**config.mk**
```make
export PLATFORM = sky130hd
export DESIGN_NAME = cpu_read_mux
export DESIGN_NICKNAME = d
export VERILOG_FILES = /design/src/design/board_pkg.sv /design/src/design/cpu_read_mux.sv
export SDC_FILE = /design/constraint.sdc
export NUM_CORES = 1
export LEC_CHECK = 0
export BUFFER_PORTS_ARGS = -buffer_cell sky130_fd_sc_hd__buf_2
export CAP_MARGIN = 0
export CORE_MARGIN = 2
export CORE_UTILIZATION = 42
export CTS_BUF_LIST = sky130_fd_sc_hd__clkbuf_4 sky130_fd_sc_hd__clkbuf_8 sky130_fd_sc_hd__clkbuf_16
export CTS_CLUSTER_SIZE = 20
export DETAILED_ROUTE_END_ITERATION = 16
export HOLD_SLACK_MARGIN = 0.02
export PLACE_DENSITY = 0.72
export SYNTH_ARGS = -nofsm -noshare
export SYNTH_HDL_FRONTEND = slang
export SYNTH_SLANG_ARGS = --single-unit
```
**constraint.sdc**
```tcl
create_clock -name clk_49m -period 1.12 [get_ports clk_49m]
set_input_delay 0.112 -clock clk_49m [delete_from_list [all_inputs] [get_ports clk_49m]]
set_output_delay 0.112 -clock clk_49m [all_outputs]
set_load 0.05 [all_outputs]
```
**src/design/board_pkg.sv**
```systemverilog
// Shared widths, memory map and address views; the map holds only the regions modelled here
package board_pkg;

	// ====================================================================
	// Bus widths
	// ====================================================================
	localparam int addr_w     = 16;              // MC6809E address bus
	localparam int data_w     = 8;               // Data bus
	localparam int rom_addr_w = 17;              // 15 images of 4 KB, linear
	localparam int rom_img_w  = rom_addr_w - 12; // Image index above the 4 KB offset
	localparam int ram_addr_w = 11;              // 2 KB work RAM
	localparam int bank_w     = 4;               // Bank-select register

	// ROM layout, banked images sit right after the main ones
	localparam int bank_count      = 9;
	localparam int main_rom_images = 6;

	// ====================================================================
	// Memory map
	// ====================================================================
	localparam logic [3:0] region_main_first = 4'hA; // 0xA000-0xFFFF main program
	localparam logic [3:0] region_bank       = 4'h9; // 0x9000-0x9FFF banked window
	localparam logic [3:0] region_ram        = 4'h8; // Upper half is work RAM

	// 16-byte read pages in the I/O area
	localparam logic [11:0] io_page_dsw2 = 12'h816;
	localparam logic [11:0] io_page_in0  = 12'h818; // Coins and start
	localparam logic [11:0] io_page_in1  = 12'h81A; // Player 1
	localparam logic [11:0] io_page_in2  = 12'h81C; // Player 2
	localparam logic [11:0] io_page_dsw1 = 12'h81E;

	// 256-byte write pages
	localparam logic [7:0] page_latch    = 8'h82;
	localparam logic [7:0] page_banksel  = 8'h83;
	localparam logic [7:0] page_soundcmd = 8'h87;

	// Main latch bits, picked by A2..A0
	localparam logic [2:0] latch_nmi_mask  = 3'd0;
	localparam logic [2:0] latch_flip      = 3'd1;
	localparam logic [2:0] latch_sound_irq = 3'd2;

	localparam logic [7:0] open_bus = 8'hFF; // Unmapped reads

	// One CPU address, seen as memory or as I/O
	typedef union packed {
		struct packed {
			logic [3:0]  region; // 4 KB region
			logic [11:0] offset;
		} mem;
		struct packed {
			logic [11:0] page;   // 16-byte page
			logic [3:0]  reg_sel;
		} io;
	} cpu_addr_u;

endpackage

```
**src/design/cpu_read_mux.sv**
```systemverilog
// CPU read data one clock after the address; switches and controls are active low on the pins
`timescale 1ns/1ps

module cpu_read_mux (
	input  logic                               clk_49m,
	input  logic                               reset,       // Synchronous, active low
	input  logic                               sel_rom_i,
	input  logic                               sel_ram_i,
	input  logic                               sel_dsw1_i,
	input  logic                               sel_dsw2_i,
	input  logic                               sel_in0_i,
	input  logic                               sel_in1_i,
	input  logic                               sel_in2_i,
	input  logic [board_pkg::data_w-1:0]       ram_q_i,     // Already one clock late
	input  logic [board_pkg::data_w-1:0]       rom_data_i,  // Same
	input  logic [2*board_pkg::data_w-1:0]     dip_sw_i,
	input  logic [board_pkg::data_w-1:0]       in0_i,
	input  logic [board_pkg::data_w-1:0]       in1_i,
	input  logic [board_pkg::data_w-1:0]       in2_i,
	output logic [board_pkg::data_w-1:0]       cpu_din_o
);

	import board_pkg::*;

	logic sel_rom_q, sel_ram_q, sel_dsw1_q, sel_dsw2_q;
	logic sel_in0_q, sel_in1_q, sel_in2_q;
	logic [data_w-1:0] dsw1_q, dsw2_q, in0_q, in1_q, in2_q;

	// ====================================================================
	// Match the memory latency
	// ====================================================================
	always_ff @(posedge clk_49m) begin
		if (!reset) begin
			sel_rom_q  <= 1'b0;
			sel_ram_q  <= 1'b0;
			sel_dsw1_q <= 1'b0;
			sel_dsw2_q <= 1'b0;
			sel_in0_q  <= 1'b0;
			sel_in1_q  <= 1'b0;
			sel_in2_q  <= 1'b0;
		end else begin
			sel_rom_q  <= sel_rom_i;
			sel_ram_q  <= sel_ram_i;
			sel_dsw1_q <= sel_dsw1_i;
			sel_dsw2_q <= sel_dsw2_i;
			sel_in0_q  <= sel_in0_i;
			sel_in1_q  <= sel_in1_i;
			sel_in2_q  <= sel_in2_i;
		end
	end

	// Inverted here, the CPU sees active high
	always_ff @(posedge clk_49m) begin
		dsw1_q <= ~dip_sw_i[data_w-1:0];        // DSW1 is the low byte
		dsw2_q <= ~dip_sw_i[2*data_w-1:data_w];
		in0_q  <= ~in0_i;
		in1_q  <= ~in1_i;
		in2_q  <= ~in2_i;
	end

	// Priority pick, unmapped space reads open bus
	always_comb begin
		if (sel_rom_q)       cpu_din_o = rom_data_i;
		else if (sel_ram_q)  cpu_din_o = ram_q_i;
		else if (sel_dsw1_q) cpu_din_o = dsw1_q;
		else if (sel_dsw2_q) cpu_din_o = dsw2_q;
		else if (sel_in0_q)  cpu_din_o = in0_q;
		else if (sel_in1_q)  cpu_din_o = in1_q;
		else if (sel_in2_q)  cpu_din_o = in2_q;
		else                 cpu_din_o = open_bus;
	end

endmodule

```
==> impl_results.md <==
* Slew @ Worst Pin at just under 0.4 ns
* Post-route cell area at between 0.002 and 0.003 mm^2
* Clk sinks at 47
* Area Growth Syn to Fin at 67.4%
* Antenna Nets Post-Route at 0
* Hpwl dp at between 3 and 4 mm
* Wire per inst at ~13 um
* Clock root cell: clkbuf_8
* Startpoint types: flip-flop
* Syn nets at 250
* Post-synth top area share at 52.5%
* Synth Cell Area at roughly 0.0018 mm^2
* Layout cells sized above 1 at between 30 and 40%
* Async SR Flop Fraction at 0%
* Starting DRT DRC Count at 83
* Buf/Inv on CP at 2
* NumNets Final at 377
* Primary FF master, synth: dfxtp_1
* Post-synthesis cell count at about 190
* Crit path capture type: output pin
* #FFs+latches synth at 47
* Dpl ws at -0.563 ns
* Die width at a little under 70 um
* DRC viols at 0
* Total core area at around 0.0041 mm^2
* Clk slew on worst S/H paths at ~0.08 ns
* DRT Pass-1 Iters at 4
* GRT Total Usage at between 20% and 30%
* Vias/cell at between 4 and 5
* Final core occ at between 70% and 80%
* FP Rows at 23
* P_leak at ~0.0015 uW
* Critical Path AT at around 1.7 ns
* Worst hold path type: primary input to flip-flop
* Worst setup margin at -0.680 ns
* Outcome: finished, violations left
* Die ar. at 0.00480 mm^2
* First-pass GRT wire length at between 7 and 8 mm
* # setup viols final at 8
* Initial antenna violation count at 0
* Delay-heaviest family, CP: compound AO/OA/AOI/OAI gates
* Placed Area at 0.00237 mm^2
* Max rail drop VDD at around 830 uV
* Final hold vios at 0
* Number of synthesis warnings at 0
* Die H at ~69 um
* RSZ-0062 raised after global routing: yes
* Ranking of synthesized cells by area: dfxtp_1 (53%), inv_1 (12%), a221oi_2 (6.7%)
* Power per cell area at 1320 mW/mm^2
* Worst path max stage delay at ~0.38 ns
* Kind of critical path: flip-flop to output pin
* Relative slew slack at 74.3%
* Slew Limit Fails at 0
* Seq/Total Area, Yosys at 52.5%
* Via count of the first global-routing pass at 1813
* Cell variety after synth at 18
* Port Buffers at 72
* Max-cap viol count at 0
* Fmax at 556 MHz
* Failing checks: setup timing
* CTS tree: yes
* Req. time, crit path at between 1 and 1.5 ns
* Total I/O pin count at 73
* Syn_area_per_cell at just under 10 um^2
* Final hold slack at 0.0260 ns
* TritonCTS buffer count at 5
* H-tree levels at 2
* Global route overflow at 0
* Routability congestion estimate at about 0.76
* Top-count cell post-synth: inv_1
* Area leader, netlist: dfxtp_1
* Minimum period implied by the final worst setup slack at between 1.5 and 2 ns
* Final wirelength at 4.75 mm
* N_diodes at 0
* Starting Density at 44.2%
* CTS Buffer Depth at 2
* Commonest cells in the netlist: inv_1 (56), dfxtp_1 (47), nor3b_1 (9)
* Fin crit share at 161%
* Slowest CP cell: o311a_1
* Crit-path max FO at 8
* Post-synth EDFFs at 0
* Vias at around 1.7k
* Pin count of the biggest net entering global routing at 19
* Cell chain of the critical path: buf_12 > nor2b_1 > o311a_1 > a221oi_4 > buf_6
-- power by group --
| group | internal, uW | switching [uW] | leakage (uW) | total (uW) |
|---|---|---|---|---|
| Sequential | 1760 | 63.2 | 0.000398 | 1820 |
| Combinational | 451 | 396 | 0.00109 | 847 |
| Clock | 734 | 546 | 0.0000618 | 1280 |
| Total | 2950 | 1000 | 0.00155 | 3950 |
-- metal layers --
metal	wire (um)	vias to the layer above	share of wire, %	GRT usage, %
li1	-	853	-	-
met4	74	0	1.6	7.19
met1	1960	772	41	24.2
met3	224	8	4.7	4.94
met2	2490	63	52	36.4
met5	0	-	0	0
-- area by class of cell --
type,count,area [um^2]
tap,50,62.6
clock inverter,2,38.8
sequential,47,953
timing repair buffer,130,966
clock buffer,6,82.6
fill,263,1060
inverter,56,210
multi-input combinational,72,686
-- cell usage in the layout (no fill, tap or decap), types with 8 or more instances in the layout --
master	n
buf_2	64
inv_1	56
dfxtp_1	41
dlygate4sd3_1	40
buf_4	15
buf_6	10
nor3b_1	9
a21oi_1	8
a22oi_1	8
o311a_1	8
a221oi_4	8
-- timing repair --
| item | in CTS | in global routing |
|---|---|---|
| hold buffers | 40 | 0 |
| setup buffers | 0 | 2 |
| resized for setup | 22 | 7 |
| endpoints found under the setup margin | 8 | 8 |
| pin swaps | 2 | 1 |
| hold endpoints to repair | 40 | 0 |
| cloned | 0 | 0 |
-- logic make-up (layout without fill, tap and decap cells) --
family          Yosys count  in the layout  share of synthesized area, %
flops                    47             47                          52.5
simple gates             32             32                          11.0
buf+inv                  66            194                          15.0
compound gates           40             40                          21.4
-- registers in the layout, summed over array words and instances (netlist names) --
register / cells
in1_q: 8
sel_ram_q: 1
sel_rom_q: 1
sel_dsw2_q: 1
dsw1_q: 8
in0_q: 8
sel_in0_q: 1
sel_in1_q: 1
sel_dsw1_q: 1
in2_q: 8
dsw2_q: 8
sel_in2_q: 1
-- final timing paths --
kind | from | endpoint | slack, ns | cells past startpoint
max | sel_in1_q | cpu_din_o[5] | -0.68 | 5
min | sel_in2_i | sel_in2_q | 0.03 | 2
-- metrics by stage --
stage	power, uW	TNS [ns]	cells
CTS	3940	-5.05	361
floorplan	2290	-2.98	185
global placement	2510	-4.02	313
detailed placement	2510	-4.01	313
finish	3950	-5.07	363
global route	4110	-5.54	363
Note: power is estimated with default switching activity, not from simulation.
