===== src/design/board_pkg.sv =====
// Shared widths, memory map and address views; the map holds only the regions modelled here
package board_pkg;

	// ====================================================================
	// Bus widths
	// ====================================================================
	localparam int addr_w     = 16;              // MC6809E address bus
	localparam int data_w     = 8;               // Data bus
	localparam int rom_addr_w = 17;              // 15 images of 4 KB, linear
	localparam int rom_img_w  = rom_addr_w - 12; // Image index above the 4 KB offset
	localparam int ram_addr_w = 11;              // 2 KB work RAM
	localparam int bank_w     = 4;               // Bank-select register

	// ROM layout, banked images sit right after the main ones
	localparam int bank_count      = 9;
	localparam int main_rom_images = 6;

	// ====================================================================
	// Memory map
	// ====================================================================
	localparam logic [3:0] region_main_first = 4'hA; // 0xA000-0xFFFF main program
	localparam logic [3:0] region_bank       = 4'h9; // 0x9000-0x9FFF banked window
	localparam logic [3:0] region_ram        = 4'h8; // Upper half is work RAM

	// 16-byte read pages in the I/O area
	localparam logic [11:0] io_page_dsw2 = 12'h816;
	localparam logic [11:0] io_page_in0  = 12'h818; // Coins and start
	localparam logic [11:0] io_page_in1  = 12'h81A; // Player 1
	localparam logic [11:0] io_page_in2  = 12'h81C; // Player 2
	localparam logic [11:0] io_page_dsw1 = 12'h81E;

	// 256-byte write pages
	localparam logic [7:0] page_latch    = 8'h82;
	localparam logic [7:0] page_banksel  = 8'h83;
	localparam logic [7:0] page_soundcmd = 8'h87;

	// Main latch bits, picked by A2..A0
	localparam logic [2:0] latch_nmi_mask  = 3'd0;
	localparam logic [2:0] latch_flip      = 3'd1;
	localparam logic [2:0] latch_sound_irq = 3'd2;

	localparam logic [7:0] open_bus = 8'hFF; // Unmapped reads

	// One CPU address, seen as memory or as I/O
	typedef union packed {
		struct packed {
			logic [3:0]  region; // 4 KB region
			logic [11:0] offset;
		} mem;
		struct packed {
			logic [11:0] page;   // 16-byte page
			logic [3:0]  reg_sel;
		} io;
	} cpu_addr_u;

endpackage


===== src/design/addr_decoder.sv =====
// Decodes a stable CPU address; write strobes last one clock per cen_3m pulse, no bus handshake
`timescale 1ns/1ps

module addr_decoder (
	input  board_pkg::cpu_addr_u              cpu_addr_i,
	input  logic                              cpu_rnw_i,  // High for read
	input  logic                              cen_3m_i,
	input  logic [board_pkg::bank_w-1:0]      rom_bank_i,
	output logic                              sel_rom_o,
	output logic                              sel_ram_o,
	output logic                              sel_dsw1_o,
	output logic                              sel_dsw2_o,
	output logic                              sel_in0_o,
	output logic                              sel_in1_o,
	output logic                              sel_in2_o,
	output logic                              wr_ram_o,
	output logic                              wr_latch_o,
	output logic                              wr_bank_o,
	output logic                              cs_sounddata_o,
	output logic [board_pkg::rom_addr_w-1:0]  rom_addr_o
);

	import board_pkg::*;

	logic                 main_rom;  // 0xA000-0xFFFF
	logic                 bank_win;  // 0x9000-0x9FFF
	logic                 bank_ok;   // Bank has an image behind it
	logic                 cpu_write;
	logic [7:0]           wr_page;   // A15..A8
	logic [rom_img_w-1:0] rom_img;   // Linear image index

	// ====================================================================
	// Memory view
	// ====================================================================
	assign main_rom = (cpu_addr_i.mem.region >= region_main_first);
	assign bank_win = (cpu_addr_i.mem.region == region_bank);
	assign bank_ok  = (rom_bank_i < bank_count);

	assign sel_rom_o = main_rom | (bank_win & bank_ok); // Banks 9..15 read open bus
	assign sel_ram_o = (cpu_addr_i.mem.region == region_ram) & cpu_addr_i.mem.offset[11];

	// Banked images are stored after the six main images
	always_comb begin
		if (bank_win) begin
			rom_img = rom_img_w'(main_rom_images) + rom_img_w'(rom_bank_i);
		end else begin
			rom_img = rom_img_w'(cpu_addr_i.mem.region - region_main_first);
		end
	end

	assign rom_addr_o = {rom_img, cpu_addr_i.mem.offset};

	// ====================================================================
	// I/O view
	// ====================================================================
	assign sel_dsw1_o = (cpu_addr_i.io.page == io_page_dsw1);
	assign sel_dsw2_o = (cpu_addr_i.io.page == io_page_dsw2);
	assign sel_in0_o  = (cpu_addr_i.io.page == io_page_in0);
	assign sel_in1_o  = (cpu_addr_i.io.page == io_page_in1);
	assign sel_in2_o  = (cpu_addr_i.io.page == io_page_in2);

	assign wr_page   = cpu_addr_i.io.page[11:4];
	assign cpu_write = ~cpu_rnw_i;

	// Writes land once per cen_3m pulse
	assign wr_ram_o   = sel_ram_o & cpu_write & cen_3m_i;
	assign wr_latch_o = (wr_page == page_latch) & cpu_write & cen_3m_i;
	assign wr_bank_o  = (wr_page == page_banksel) & cpu_write & cen_3m_i;

	// Level for the sound board while the write sits on the bus
	assign cs_sounddata_o = (wr_page == page_soundcmd) & cpu_write;

endmodule


===== config.mk =====
export PLATFORM = sky130hd
export DESIGN_NAME = addr_decoder
export DESIGN_NICKNAME = d
export VERILOG_FILES = /design/src/design/board_pkg.sv /design/src/design/addr_decoder.sv
export SDC_FILE = /design/constraint.sdc
export NUM_CORES = 1
export LEC_CHECK = 0
export ABC_CLOCK_PERIOD_IN_PS = 3750
export BUFFER_PORTS_ARGS = -buffer_cell sky130_fd_sc_hd__clkbuf_2
export CELL_PAD_IN_SITES_DETAIL_PLACEMENT = 1
export CELL_PAD_IN_SITES_GLOBAL_PLACEMENT = 1
export CORE_MARGIN = 2
export CORE_UTILIZATION = 23
export DETAILED_ROUTE_END_ITERATION = 6
export PLACE_DENSITY_LB_ADDON = 0.1
export SLEW_MARGIN = 5
export SYNTH_ARGS = -nofsm -noshare
export SYNTH_HDL_FRONTEND = slang
export SYNTH_SLANG_ARGS = --single-unit
export TNS_END_PERCENT = 20

===== constraint.sdc =====
create_clock -name vclk -period 3.75
set_input_delay 0.75 -clock vclk [all_inputs]
set_output_delay 0.75 -clock vclk [all_outputs]
set_load 0.02 [all_outputs]

==> results of run 1 <==
## layout by cell type, fill, tap and decap left out
cell / instances
a211o_2: 1
a221o_1: 1
a31oi_1: 2
and2_1: 1
and3_2: 1
and3b_1: 1
clkbuf_2: 42
ha_1: 3
inv_1: 8
mux2_2: 1
mux2i_1: 1
nand2_1: 2
nand3b_1: 3
nand4b_1: 1
nand4b_4: 1
nor2_1: 4
nor2b_1: 1
nor3_1: 2
nor3b_1: 2
nor4_1: 1
nor4b_2: 2
nor4b_4: 1
o21ai_0: 1
o31ai_1: 1
xnor2_1: 1
## worst max-delay path, stage by stage
cell,delay [ns]
clkbuf_2,0.14
nor4b_4,0.45
nand4b_4,0.18
nor4b_2,0.27
clkbuf_2,0.20
## area by class of cell
cell class / instances / area share
inverters: 8 / 0.0522
repair buffers: 42 / 0.365
multi-input cells: 35 / 0.528
well taps: 25 / 0.0543
## layer usage
layer | GRT usage | vias up
li1 | - | 247
met1 | 0.159 | 212
met2 | 0.162 | 25
met3 | 0 | 0
met4 | 0 | 0
met5 | 0 | -
## final timing paths
kind,cells past startpoint,start,slack (ns),end
worst max-delay path,5,cpu_addr_i[12],0.99,sel_in2_o
worst min-delay path,0,cpu_addr_i[2],1.50,rom_addr_o[2]
## metrics by stage
stage / power (mW) / worst slack (ns) / std cells / instance area [sq um]
after floorplan: 0.0431 / 1.06 / 55 / 424
after global placement: 0.0597 / 1.03 / 110 / 576
after detailed placement: 0.0603 / 0.992 / 110 / 576
after CTS: 0.0605 / 0.993 / 110 / 576
after global routing: 0.0662 / 0.896 / 110 / 576
final: 0.0594 / 0.992 / 110 / 576
## cell families (layout without fill, tap and decap cells)
kind of cell | after synthesis | in the layout
mux | 2 | 2
buf+inv | 20 | 50
fa+ha+maj | 3 | 3
xor+xnor | 1 | 1
compound gates | 6 | 6
simple gates | 23 | 23
## where the power goes
group	leakage, nW	internal [mW]	total (mW)	switching (mW)
Clock	0	0	0	0
Combinational	0.329	0.0237	0.0593	0.0357
Sequential	0	0	0	0
==> out/metrics.yaml, run 1 <==
peakVddDrop_mv: 0.0360
antenna_left: 0
outcome: "completed"
synthAdderAreaFrac: 0.0885
drt_wl_total_mm: 1.13
nFlopsAndLatches: 0
critPathMaxFanout: 6
met2RoutedLength_um: 494
die_y_um: 46.9
period_share: 0.735
grt_pass1_wl_mm: 1.74
antenna_cells: 0
synth.top_cells.by_area: "buf_4, ha_1, inv_1, nor4b_2, nand4b_4"
final-setup-viol-count: 0
cellPowerDensity_nw_per_um2: 103
ioPinCount: 50
slew_headroom: 0.698
syn_area_per_cell_sq_um: 7.71
period_minus_slack_ns: 2.76
rsz0062_at_grt: "no"
track_usage: 0.100
synth_top_family_by_area: "simple AND/OR/NAND/NOR gates"
synth_compound_area_frac: 0.106
via_per_inst: 4.40
maxCapViolCount: 0
hpwl_mm: 1.03
final_util: 0.333
hold_path_class: "in2out"
startpoint_type: "input pin"
register_area_sq_um: 0
met3_length_um: 95
drt-initial-drc-count: 0
nClkBuffers: 0
grt_max_degree: 7
start_util: 0.246
synth_fp_nets: 80
maxSlewViolCount: 0
critPathKind: "in2out"
cts_resized: 0
tns_ns: 0
cts_hold_buf: 0
wirelength_met1_um: 536
power_leakage_nw: 0.329
syn_area_sq_um: 424
synth-seq-area-share: 0
die_x_um: 46.9
wire_per_inst_um: 10.2
antenna_found_initial: 0
yosysMostFrequentCell: "buf_4"
cp.arrival_ns: 2.01
synth_common_cells: "buf_4, inv_1, nor2_1"
top_layer_used: "met3"
critPathRequiredTime_ns: 3.00
finalHoldViolCount: 0
place_congestion: 0.692
synth.top_cell.area_share: 0.212
tightest_slew_ns: 0.452
clock.fmax_mhz: 363
fillers: 236
dieArea_sq_um: 2200
synth_cell_types: 25
vias: 484
drt_first_pass_iters: 1
syn_to_final_growth_pct: 35.7
core_sq_um: 1730
cts_setup_buffers: 0
drcViolationCount: 0
synth_largest_area_cell: "buf_4"
drive_above_1_share: 0.576
yosysWarnings: 0
multiInputGateArea_sq_um: 304
first_global_vias: 407
nNetsFinal: 112
worst_setup_path_end_kind: "primary output"
syn_inst: 55
rows: 15
synthXorXnorAreaFrac: 0.0206
grt-ovfl-total: 0
synth-simple-area-share: 0.451
holdWs_ns: 1.50
synthMuxAreaShare: 0.0501
portBuffers: 42
Note: power is estimated with default switching activity, not from simulation.
==> run 2, diff against run 1 <==
Settings changed: ABC_AREA set to 1, ABC_CLOCK_PERIOD_IN_PS 3750 to 2900, CORE_UTILIZATION 23 to 22.
Clock period 3.75 ns to 2.9 ns, I/O delays scaled along.
==> out/metrics.yaml, run 2 <==
die_y_um: 51.3
maxCapViolCount: 0
slew_headroom: 0.852
synth.top_cells.by_area: "buf_4, inv_1, nand2_1, nor2_2, nor2_1"
critPathRequiredTime_ns: 2.32
final-setup-viol-count: 0
cts_hold_buf: 0
worst_setup_path_end_kind: "primary output"
startpoint_type: "input pin"
ioPinCount: 50
holdWs_ns: 1.16
hold_depth: 0
antenna_left: 0
drt-initial-drc-count: 9
critPathKind: "in2out"
final_cell_mix: "clkbuf_2, inv_1, nand2_1, nor2_1, nor2_2"
core_sq_um: 2170
place_congestion: 0.654
grt_pass1_wl_mm: 2.15
antenna_found_initial: 0
vias: 585
critPathMaxFanout: 4
grt-ovfl-total: 0
outcome: "completed"
cellPowerDensity_nw_per_um2: 131
synth_largest_area_cell: "buf_4"
track_usage: 0.0985
grt_max_degree: 7
drt_wl_total_mm: 1.26
tightest_slew_ns: 0.219
tns_ns: 0
hold_path_class: "in2out"
clock.fmax_mhz: 473
yosysWarnings: 0
antenna_cells: 0
syn_area_sq_um: 493
portBuffers: 42
synth.top_cell.area_share: 0.183
cts_setup_buffers: 0
via_per_inst: 4.06
syn_area_per_cell_sq_um: 5.73
wire_per_inst_um: 8.73
drcViolationCount: 0
cp.arrival_ns: 1.53
finalHoldViolCount: 0
nFlopsAndLatches: 0
yosysMostFrequentCell: "inv_1"
cts_resized: 0
die_x_um: 51.3
dieArea_sq_um: 2640
mostFrequentLayoutCell: "clkbuf_2"
start_util: 0.227
hpwl_mm: 1.17
first_global_vias: 528
nNetsFinal: 143
syn_inst: 86
nClkBuffers: 0
period_share: 0.729
drt_first_pass_iters: 4
synth_common_cells: "inv_1, buf_4, nand2_1"
rsz0062_at_grt: "no"
synth_cell_types: 19
synth-seq-area-share: 0
drive_above_1_share: 0.534
synth_fp_nets: 111
rows: 17
syn_to_final_growth_pct: 31.5
maxSlewViolCount: 0
peakVddDrop_mv: 0.0375
power_leakage_nw: 0.420
register_area_sq_um: 0
period_minus_slack_ns: 2.11
run 2: cell count changes in the layout (fill, tap and decap cells not counted), moves of 4 or more:
cell	delta
nand2_1	+10
inv_2	+4
inv_1	+7
nor2_1	+7
nor2_2	+7
run 2: worst paths after layout:
path                    endpoint  slack [ns]      startpoint
hold / removal     rom_addr_o[2]        1.16   cpu_addr_i[2]
setup / recovery  rom_addr_o[15]        0.79  cpu_addr_i[13]
run 2: cell families after synthesis:
family                   count (synthesis)  share of synthesized area
AO/OA/AOI/OAI                            6                     0.0635
XOR/XNOR                                 1                     0.0178
adder cells (fa/ha/maj)                  3                     0.0762
buffers and inverters                   31                      0.327
AND/OR/NAND/NOR                         45                      0.515
run 2: power by group:
part	internal [mW]	switching (mW)
Clock	0	0
Combinational	0.0303	0.0546
Sequential	0	0
Total	0.0303	0.0546
run 2: worst max-delay path: stages:
cell and delay [ns]:
clkbuf_2 0.11, inv_2 0.10, ha_1 0.15, inv_1 0.04, ha_1 0.25, o21ai_0 0.07, nand2_1 0.08, clkbuf_2 0.15
run 2: area by class of cell:
cell class,instances,area (sq um)
timing repair buffer,42,210
tap,28,35.0
multi-input combinational,55,332
inverter,19,71.3
fill,315,1520
run 2: layer usage:
metal | up-vias | wire, um | track usage
li1 | 310 | - | -
met1 | 250 | 509 | 0.121
met2 | 23 | 656 | 0.199
met3 | 2 | 85 | 0
met4 | 0 | 5 | 0.00439
met5 | - | 0 | 0
run 2: metrics by stage:
step,utilization,std cells,instance area [sq um],setup slack [ns],total power [mW]
3_3_place_gp,0.299,144,648,0.784,0.0860
3_5_place_dp,0.299,144,648,0.766,0.0864
6_report,0.299,144,648,0.786,0.0850
4_1_cts,0.299,144,648,0.763,0.0868
5_1_grt,0.299,144,648,0.668,0.0961
2_1_floorplan,-,86,493,1.01,0.0663
