==> src/design/board_pkg.sv <==
// Shared widths, memory map and address views; the map holds only the regions modelled here
package board_pkg;

	// ====================================================================
	// Bus widths
	// ====================================================================
	localparam int addr_w     = 16;              // MC6809E address bus
	localparam int data_w     = 8;               // Data bus
	localparam int rom_addr_w = 17;              // 15 images of 4 KB, linear
	localparam int rom_img_w  = rom_addr_w - 12; // Image index above the 4 KB offset
	localparam int ram_addr_w = 11;              // 2 KB work RAM
	localparam int bank_w     = 4;               // Bank-select register

	// ROM layout, banked images sit right after the main ones
	localparam int bank_count      = 9;
	localparam int main_rom_images = 6;

	// ====================================================================
	// Memory map
	// ====================================================================
	localparam logic [3:0] region_main_first = 4'hA; // 0xA000-0xFFFF main program
	localparam logic [3:0] region_bank       = 4'h9; // 0x9000-0x9FFF banked window
	localparam logic [3:0] region_ram        = 4'h8; // Upper half is work RAM

	// 16-byte read pages in the I/O area
	localparam logic [11:0] io_page_dsw2 = 12'h816;
	localparam logic [11:0] io_page_in0  = 12'h818; // Coins and start
	localparam logic [11:0] io_page_in1  = 12'h81A; // Player 1
	localparam logic [11:0] io_page_in2  = 12'h81C; // Player 2
	localparam logic [11:0] io_page_dsw1 = 12'h81E;

	// 256-byte write pages
	localparam logic [7:0] page_latch    = 8'h82;
	localparam logic [7:0] page_banksel  = 8'h83;
	localparam logic [7:0] page_soundcmd = 8'h87;

	// Main latch bits, picked by A2..A0
	localparam logic [2:0] latch_nmi_mask  = 3'd0;
	localparam logic [2:0] latch_flip      = 3'd1;
	localparam logic [2:0] latch_sound_irq = 3'd2;

	localparam logic [7:0] open_bus = 8'hFF; // Unmapped reads

	// One CPU address, seen as memory or as I/O
	typedef union packed {
		struct packed {
			logic [3:0]  region; // 4 KB region
			logic [11:0] offset;
		} mem;
		struct packed {
			logic [11:0] page;   // 16-byte page
			logic [3:0]  reg_sel;
		} io;
	} cpu_addr_u;

endpackage

==> src/design/board_regs.sv <==
// Bank register, main latch and VBlank NMI; vblank_irq_i must stay high for 8 clocks or more
`timescale 1ns/1ps

module board_regs (
	input  logic                             clk_49m,
	input  logic                             reset,        // Synchronous, active low
	input  logic                             cen_6m_i,
	input  board_pkg::cpu_addr_u             cpu_addr_i,
	input  logic [board_pkg::data_w-1:0]     cpu_dout_i,
	input  logic                             wr_latch_i,   // Already qualified by cen_3m
	input  logic                             wr_bank_i,
	input  logic                             vblank_irq_i,
	output logic [board_pkg::bank_w-1:0]     rom_bank_o,
	output logic                             flip_o,
	output logic                             irq_trigger_o,
	output logic                             nmi_n_o
);

	import board_pkg::*;

	logic       nmi_mask;
	logic       sound_irq;
	logic [2:0] latch_sel; // A2..A0

	assign latch_sel = cpu_addr_i.io.reg_sel[2:0];

	// ====================================================================
	// ROM bank select, 0x83xx
	// ====================================================================
	always_ff @(posedge clk_49m) begin
		if (!reset) begin
			rom_bank_o <= '0;
		end else if (wr_bank_i) begin
			rom_bank_o <= cpu_dout_i[bank_w-1:0]; // Only D3..D0 are wired
		end
	end

	// ====================================================================
	// Main latch, 0x82xx
	// ====================================================================
	// Addressable latch, D0 goes to the bit chosen by A2..A0
	always_ff @(posedge clk_49m) begin
		if (!reset) begin
			nmi_mask  <= 1'b0;
			flip_o    <= 1'b0;
			sound_irq <= 1'b0;
		end else if (wr_latch_i) begin
			case (latch_sel)
				latch_nmi_mask:  nmi_mask  <= cpu_dout_i[0];
				latch_flip:      flip_o    <= cpu_dout_i[0];
				latch_sound_irq: sound_irq <= cpu_dout_i[0];
				default: ; // Pixel enable and the rest live elsewhere
			endcase
		end
	end

	assign irq_trigger_o = sound_irq; // Straight to the sound board

	// ====================================================================
	// VBlank NMI
	// ====================================================================
	// Re-evaluated every pixel enable, so one sampled pulse gives 8 clocks low
	always_ff @(posedge clk_49m) begin
		if (!reset) begin
			nmi_n_o <= 1'b1;
		end else if (cen_6m_i) begin
			nmi_n_o <= ~(nmi_mask & vblank_irq_i);
		end
	end

	// NMI can only start from a set mask, even if the CPU clears it while low
	a_nmi_masked: assert property (@(posedge clk_49m) disable iff (!reset)
		$fell(nmi_n_o) |-> $past(nmi_mask));

endmodule

==> config.mk <==
export PLATFORM = sky130hd
export DESIGN_NAME = board_regs
export DESIGN_NICKNAME = d
export VERILOG_FILES = /design/src/design/board_pkg.sv /design/src/design/board_regs.sv
export SDC_FILE = /design/constraint.sdc
export NUM_CORES = 1
export LEC_CHECK = 0
export BUFFER_PORTS_ARGS = -buffer_cell sky130_fd_sc_hd__clkbuf_2
export CAP_MARGIN = 15
export CORE_AREA = 2 2 39 41
export CTS_BUF_LIST = sky130_fd_sc_hd__clkbuf_4 sky130_fd_sc_hd__clkbuf_8
export CTS_CLUSTER_SIZE = 8
export DETAILED_ROUTE_END_ITERATION = 12
export DIE_AREA = 0 0 41 43
export GPL_TIMING_DRIVEN = 1
export REMOVE_ABC_BUFFERS = 1
export SYNTH_ARGS = -nofsm -noshare
export SYNTH_HDL_FRONTEND = slang
export SYNTH_SLANG_ARGS = --single-unit
==> constraint.sdc <==
create_clock -name clk_49m -period 0.8 [get_ports clk_49m]
set_input_delay 0.16 -clock clk_49m [delete_from_list [all_inputs] [get_ports clk_49m]]
set_output_delay 0.16 -clock clk_49m [all_outputs]
set_load 0.02 [all_outputs]
==> results of run 1 <==
registers in the layout, indices dropped and copies added (netlist names):
register and flops:
flip_o 1, nmi_mask 1, nmi_n_o 1, irq_trigger_o 1, rom_bank_o 4
timing repair:
action / in CTS / in global routing
hold buffers: 0 / 0
resized for setup: 19 / 7
endpoints found under the hold margin: 0 / 0
endpoints found under the setup margin: 7 / 7
buffers inserted: 1 / 0
tightest hold or removal path: stages:
cell and delay, ps:
clkbuf_2 70, mux2i_1 60, nor2b_1 90
cells in the final DEF (no fill, tap or decap), drive strengths merged:
cell type  synthesis  layout
and4bb             2       2
buf                0       8
nor2               1       1
nor4b              1       1
and3               1       1
mux2i              7       7
o21ai              1       1
nand2              4       4
clkbuf             1      15
dfxtp              8       8
nor2b              4       4
cell families (layout without fill, tap and decap cells):
family | Yosys count | count (layout)
simple gates | 13 | 13
compound gates | 1 | 1
mux | 7 | 7
buf+inv | 1 | 23
flops | 8 | 8
area by class of cell:
type	instances	area, sq um	share of cell area [%]
multi-input cells	21	165	30.1
flip-flops and latches	8	169	30.8
clock buffers	3	22.5	4.10
well taps	16	20.0	3.64
repair buffers	20	173	31.4
power by group:
part / leakage [nW] / switching (mW) / internal, mW / total (mW)
combinational: 0.172 / 0.0566 / 0.0817 / 0.138
sequential: 0.0673 / 0.0125 / 0.418 / 0.430
clock: 0.0138 / 0.131 / 0.171 / 0.302
final timing paths:
kind	to	cells past startpoint	from
worst min-delay path	rom_bank_o[1]	3	cpu_dout_i[1]
worst max-delay path	rom_bank_o[3]	1	rom_bank_o[3]
worst min register to register	nmi_mask	2	nmi_mask
worst max register to register	irq_trigger_o	3	irq_trigger_o
routing by layer:
| layer | GRT usage (%) | vias up | share of wire [%] |
|---|---|---|---|
| met5 | 0 | - | 0 |
| met4 | 8.00 | 0 | 0 |
| met3 | 3.14 | 0 | 9.9 |
| met2 | 14.7 | 14 | 54 |
| met1 | 8.39 | 138 | 36 |
| li1 | - | 149 | - |
==> impl_metrics.ini, run 1 <==
[status]
outcome = finished with violations
violations = negative setup slack

[worst_setup_path]
critPathSlowestCell = dfxtp_2
arrival_ps = 700
worstPathRequired_ps = 640
cp-start-kind = flop
reg2reg_slack_ps = 130
critical_path.top_delay_family = flip-flops
critical_path_class = reg -> out
cp_max_fo = 2
cp_cell_sequence = buf_8
critPathCaptureType = output port
worst_path_largest_cell_delay_ps = 340
cp.buffers_inverters = 1

[timing]
holdWs_ps = 173
fmax_ghz = 1.16
skew_ps = 0.0435
fin_crit_ps = 863
worstMarginPinSlew_ps = 237
setup_viol = 7
fin_crit_sh_pct = 108
setup_ws_ps = -62.7
hold_violations = 0
tns_ps = -392
rsz0062_at_grt = true
relSlewSlack_pct = 84.1
drv_slew = 0

[placement]
dpl_cell_area_sq_um = 440
gp_congestion = 0.634
io_buffer_count = 19
post-place-ws_ps = -64.4
post-place-cells = 64

[synth]
synth_ff_type = dfxtp_1
syn_area_sq_um = 330
ys_async_sr_fraction_pct = 0
synthXorXnorAreaFrac_pct = 0
synth_common_cells = dfxtp_1, mux2i_1, nand2_1, nor2b_1, and4bb_1
synth-edff-count = 0
synth-seq-cells = 8
synth_top_cell_by_area = dfxtp_1
yosysMostFrequentCell = dfxtp_1
synthTopCellsByArea = dfxtp_1, mux2i_1, and4bb_1
yosys.area.top_type_share_pct = 48.5
synth_top_family_by_area = simple AND/OR/NAND/NOR gates
synth_simple_gate_area_share_pct = 27.3
synthDistinctLibCells = 10
synth-adder-area-share_pct = 0
avgSynthCellArea_sq_um = 11.0
syn_inst = 30
synth_compound_gate_area_share_pct = 1.52
yosys_warnings = 0
synth-seq-area-share_pct = 48.5
synthMuxAreaShare_pct = 21.2

[cells_and_area]
final_cells = 68
layout.nets = 84
n_antenna_cell = 0
area_delta_synth_final_pct = 66.3
fill_cells = 144
final_util_pct = 39.7
drive_gt1_share_pct = 59.6
final_area_sq_um = 549

[floorplan]
core_sq_um = 1380
die_y_microns = 43
rows = 14
fp.dieW_microns = 41
die_area_sq_um = 1760
io_pins = 37
initial_core_util_pct = 23.9

[clock_network]
cts-root-buf = clkbuf_4
numCtsBuffers = 3
tritoncts = yes
htree_levels = 1
cts.clk_slew.worst_paths_ps = 50
clock_path_buffers = 2
insertion_delay_ps = 250
cts_sinks = 8

[grt]
first_global_vias = 286
grt_max_degree = 10
grt_pass1_wl_microns = 1040
gr-total-overflow = 0
grt_usage_pct = 9.15
antenna_found_initial = 0

[drt]
wire_per_inst_microns = 10.1
drt.antenna.violating_nets = 0
drt-total-wl_microns = 686
drc_errors = 0
drtIter0Drc = 0
avgViaCountPerCell = 4.43
vias = 301
dr.pass1.iters = 1

[pwr]
peakVddDrop_v = 0.000572
power_per_cell_area_nw_per_um2 = 1580
p_leak_nw = 0.253
finalPower_uw = 870

[hold_path]
min_path_type = in -> reg

[job]
drv_cap = 0
Power figures use the tool's default switching activity.
==> run 2, diff against run 1 <==
--- a/config.mk
+++ b/config.mk
@@ -8,7 +8,7 @@
 export BUFFER_PORTS_ARGS = -buffer_cell sky130_fd_sc_hd__clkbuf_2
 export CAP_MARGIN = 15
 export CORE_AREA = 2 2 39 41
-export CTS_BUF_LIST = sky130_fd_sc_hd__clkbuf_4 sky130_fd_sc_hd__clkbuf_8
+export CTS_BUF_LIST = sky130_fd_sc_hd__clkbuf_8
 export CTS_CLUSTER_SIZE = 8
 export DETAILED_ROUTE_END_ITERATION = 12
 export DIE_AREA = 0 0 41 43
==> run 2 against run 1 <==
The flow still finishes with violations (negative setup slack). Worst setup slack improved by 30 ps. Global-route usage unchanged. Clock skew is essentially flat. Core utilization is 1.4 points higher. Non-clock buffer count unchanged. Clock power grew 56%. Routed wire length rose by 1.5%. Critical path depth is the same. Power is 19% higher. First-iteration DRC count stayed put. Die area is the same. Critical endpoint unchanged.
==> impl_metrics.ini, run 2 (synthesized netlist as in run 1, its figures left out) <==
[status]
outcome = finished with violations
violations = negative setup slack

[cells_and_area]
n_antenna_cell = 0
largest_register_ffs = 4
drive_gt1_share_pct = 59.6
final_cells = 68
layout.nets = 84
final_area_sq_um = 568
layout_common_cells = clkbuf_2, mux2i_1, dfxtp_2, buf_8
final_util_pct = 41.0
layout_commonest_cell = clkbuf_2
area_delta_synth_final_pct = 72.0
largest-register = rom_bank_o

[worst_setup_path]
critPathSlowestCell = dfxtp_2
worstPathRequired_ps = 640
critical_path.top_delay_family = flip-flops
cp-start-kind = flop
critical_path_class = reg -> out
cp_cell_sequence = buf_8
arrival_ps = 670
critPathCaptureType = output port
cp_max_fo = 2
cp.buffers_inverters = 1
worst_path_largest_cell_delay_ps = 340

[grt]
use_met2_pct = 14.7
grt_busiest_layer = met2
use_met3_pct = 3.14
grt_use_met1_pct = 8.39
gr-total-overflow = 0
first_global_vias = 286
grt_usage_pct = 9.15
antenna_found_initial = 0
grt_pass1_wl_microns = 1040
grt_max_degree = 10

[pwr]
power.share.sequential_pct = 41.5
pwr-share-comb_pct = 13.3
power_switching_uw = 214
power_per_cell_area_nw_per_um2 = 1830
p_leak_nw = 0.261
peakVddDrop_v = 0.000634
internal_power_uw = 826
p_clk_share_pct = 45.2
swShare_pct = 20.6

[placement]
post-place-cells = 64
gp_congestion = 0.634
io_buffer_count = 19
dpl_cell_area_sq_um = 440

[clock_network]
cts_sinks = 8
clock_path_buffers = 2
numCtsBuffers = 3
htree_levels = 1
cts-root-buf = clkbuf_8
insertion_delay_ps = 220
tritoncts = yes
cts.clk_slew.worst_paths_ps = 40

[drt]
vias = 303
avgViaCountPerCell = 4.46
drtIter0Drc = 0
drt-total-wl_microns = 696
dr.pass1.iters = 1
wire_per_inst_microns = 10.2
drt.antenna.violating_nets = 0
drc_errors = 0

[timing]
setup_viol = 7
fin_crit_ps = 833
hold_violations = 0
skew_ps = 0.0739
tns_ps = -184
relSlewSlack_pct = 84.1
setup_ws_ps = -33.0
fmax_ghz = 1.20
fin_crit_sh_pct = 104
rsz0062_at_grt = true
worstMarginPinSlew_ps = 237
drv_slew = 0

[floorplan]
die_area_sq_um = 1760
rows = 14
fp.dieW_microns = 41
io_pins = 37
die_y_microns = 43
core_sq_um = 1380
initial_core_util_pct = 23.9

[job]
drv_cap = 0

[hold_path]
min_path_type = in -> reg
run 2: changes by cell type in the layout (fill, tap and decap cells not counted):
cell	change
clkbuf_8	+3
clkbuf_4	-3
run 2: what timing repair did:
item | 4_1_cts | 5_1_grt
cloned | 0 | 0
hold endpoints to repair | 0 | 0
pin swaps | 0 | 0
endpoints found under the setup margin | 7 | 7
buffers inserted | 1 | 0
gates resized for setup | 19 | 7
hold buffers | 0 | 0
run 2: power by group through the flow:
stage	logic [mW]	clock network, mW	registers (mW)
2_1_floorplan	0.0338	0	0.447
3_3_place_gp	0.109	0	0.429
3_5_place_dp	0.112	0	0.430
4_1_cts	0.134	0.494	0.428
5_1_grt	0.152	0.530	0.433
6_report	0.138	0.470	0.432
run 2: tightest hold or removal path: cells and delay by family:
family,cells,cell delay (ps)
AND/OR/NAND/NOR,1,90
multiplexers,1,60
buffers and inverters,1,70
run 2: path summary, 6_finish.rpt:
kind / startpoint / slack, ps / depth (start not counted) / end
min reg2reg: nmi_mask / 460 / 2 / nmi_mask
max reg2reg: irq_trigger_o / 130 / 3 / irq_trigger_o
max: rom_bank_o[3] / -30 / 1 / rom_bank_o[3]
min: cpu_dout_i[1] / 200 / 3 / rom_bank_o[1]
run 2: cell type report:
type                            count  area, sq um
Fill cell                         147          816
Tap cell                           16         20.0
Sequential cell                     8          169
Timing Repair Buffer               20          173
Multi-Input combinational cell     21          165
Clock buffer                        3         41.3
run 2: routing by layer:
layer | vias up | wire length (microns)
met5 | - | 0
met4 | 0 | 0
met3 | 0 | 69
met2 | 14 | 382
met1 | 140 | 244
li1 | 149 | -
run 2: stage by stage:
step                      power [mW]  hold WS (ps)  setup slack [ps]
after floorplan                0.481           236               107
final                           1.04           200             -33.0
after CTS                       1.06           199             -53.3
after global routing            1.11           213             -63.3
after detailed placement       0.541           432             -64.4
after global placement         0.538           422             -41.2
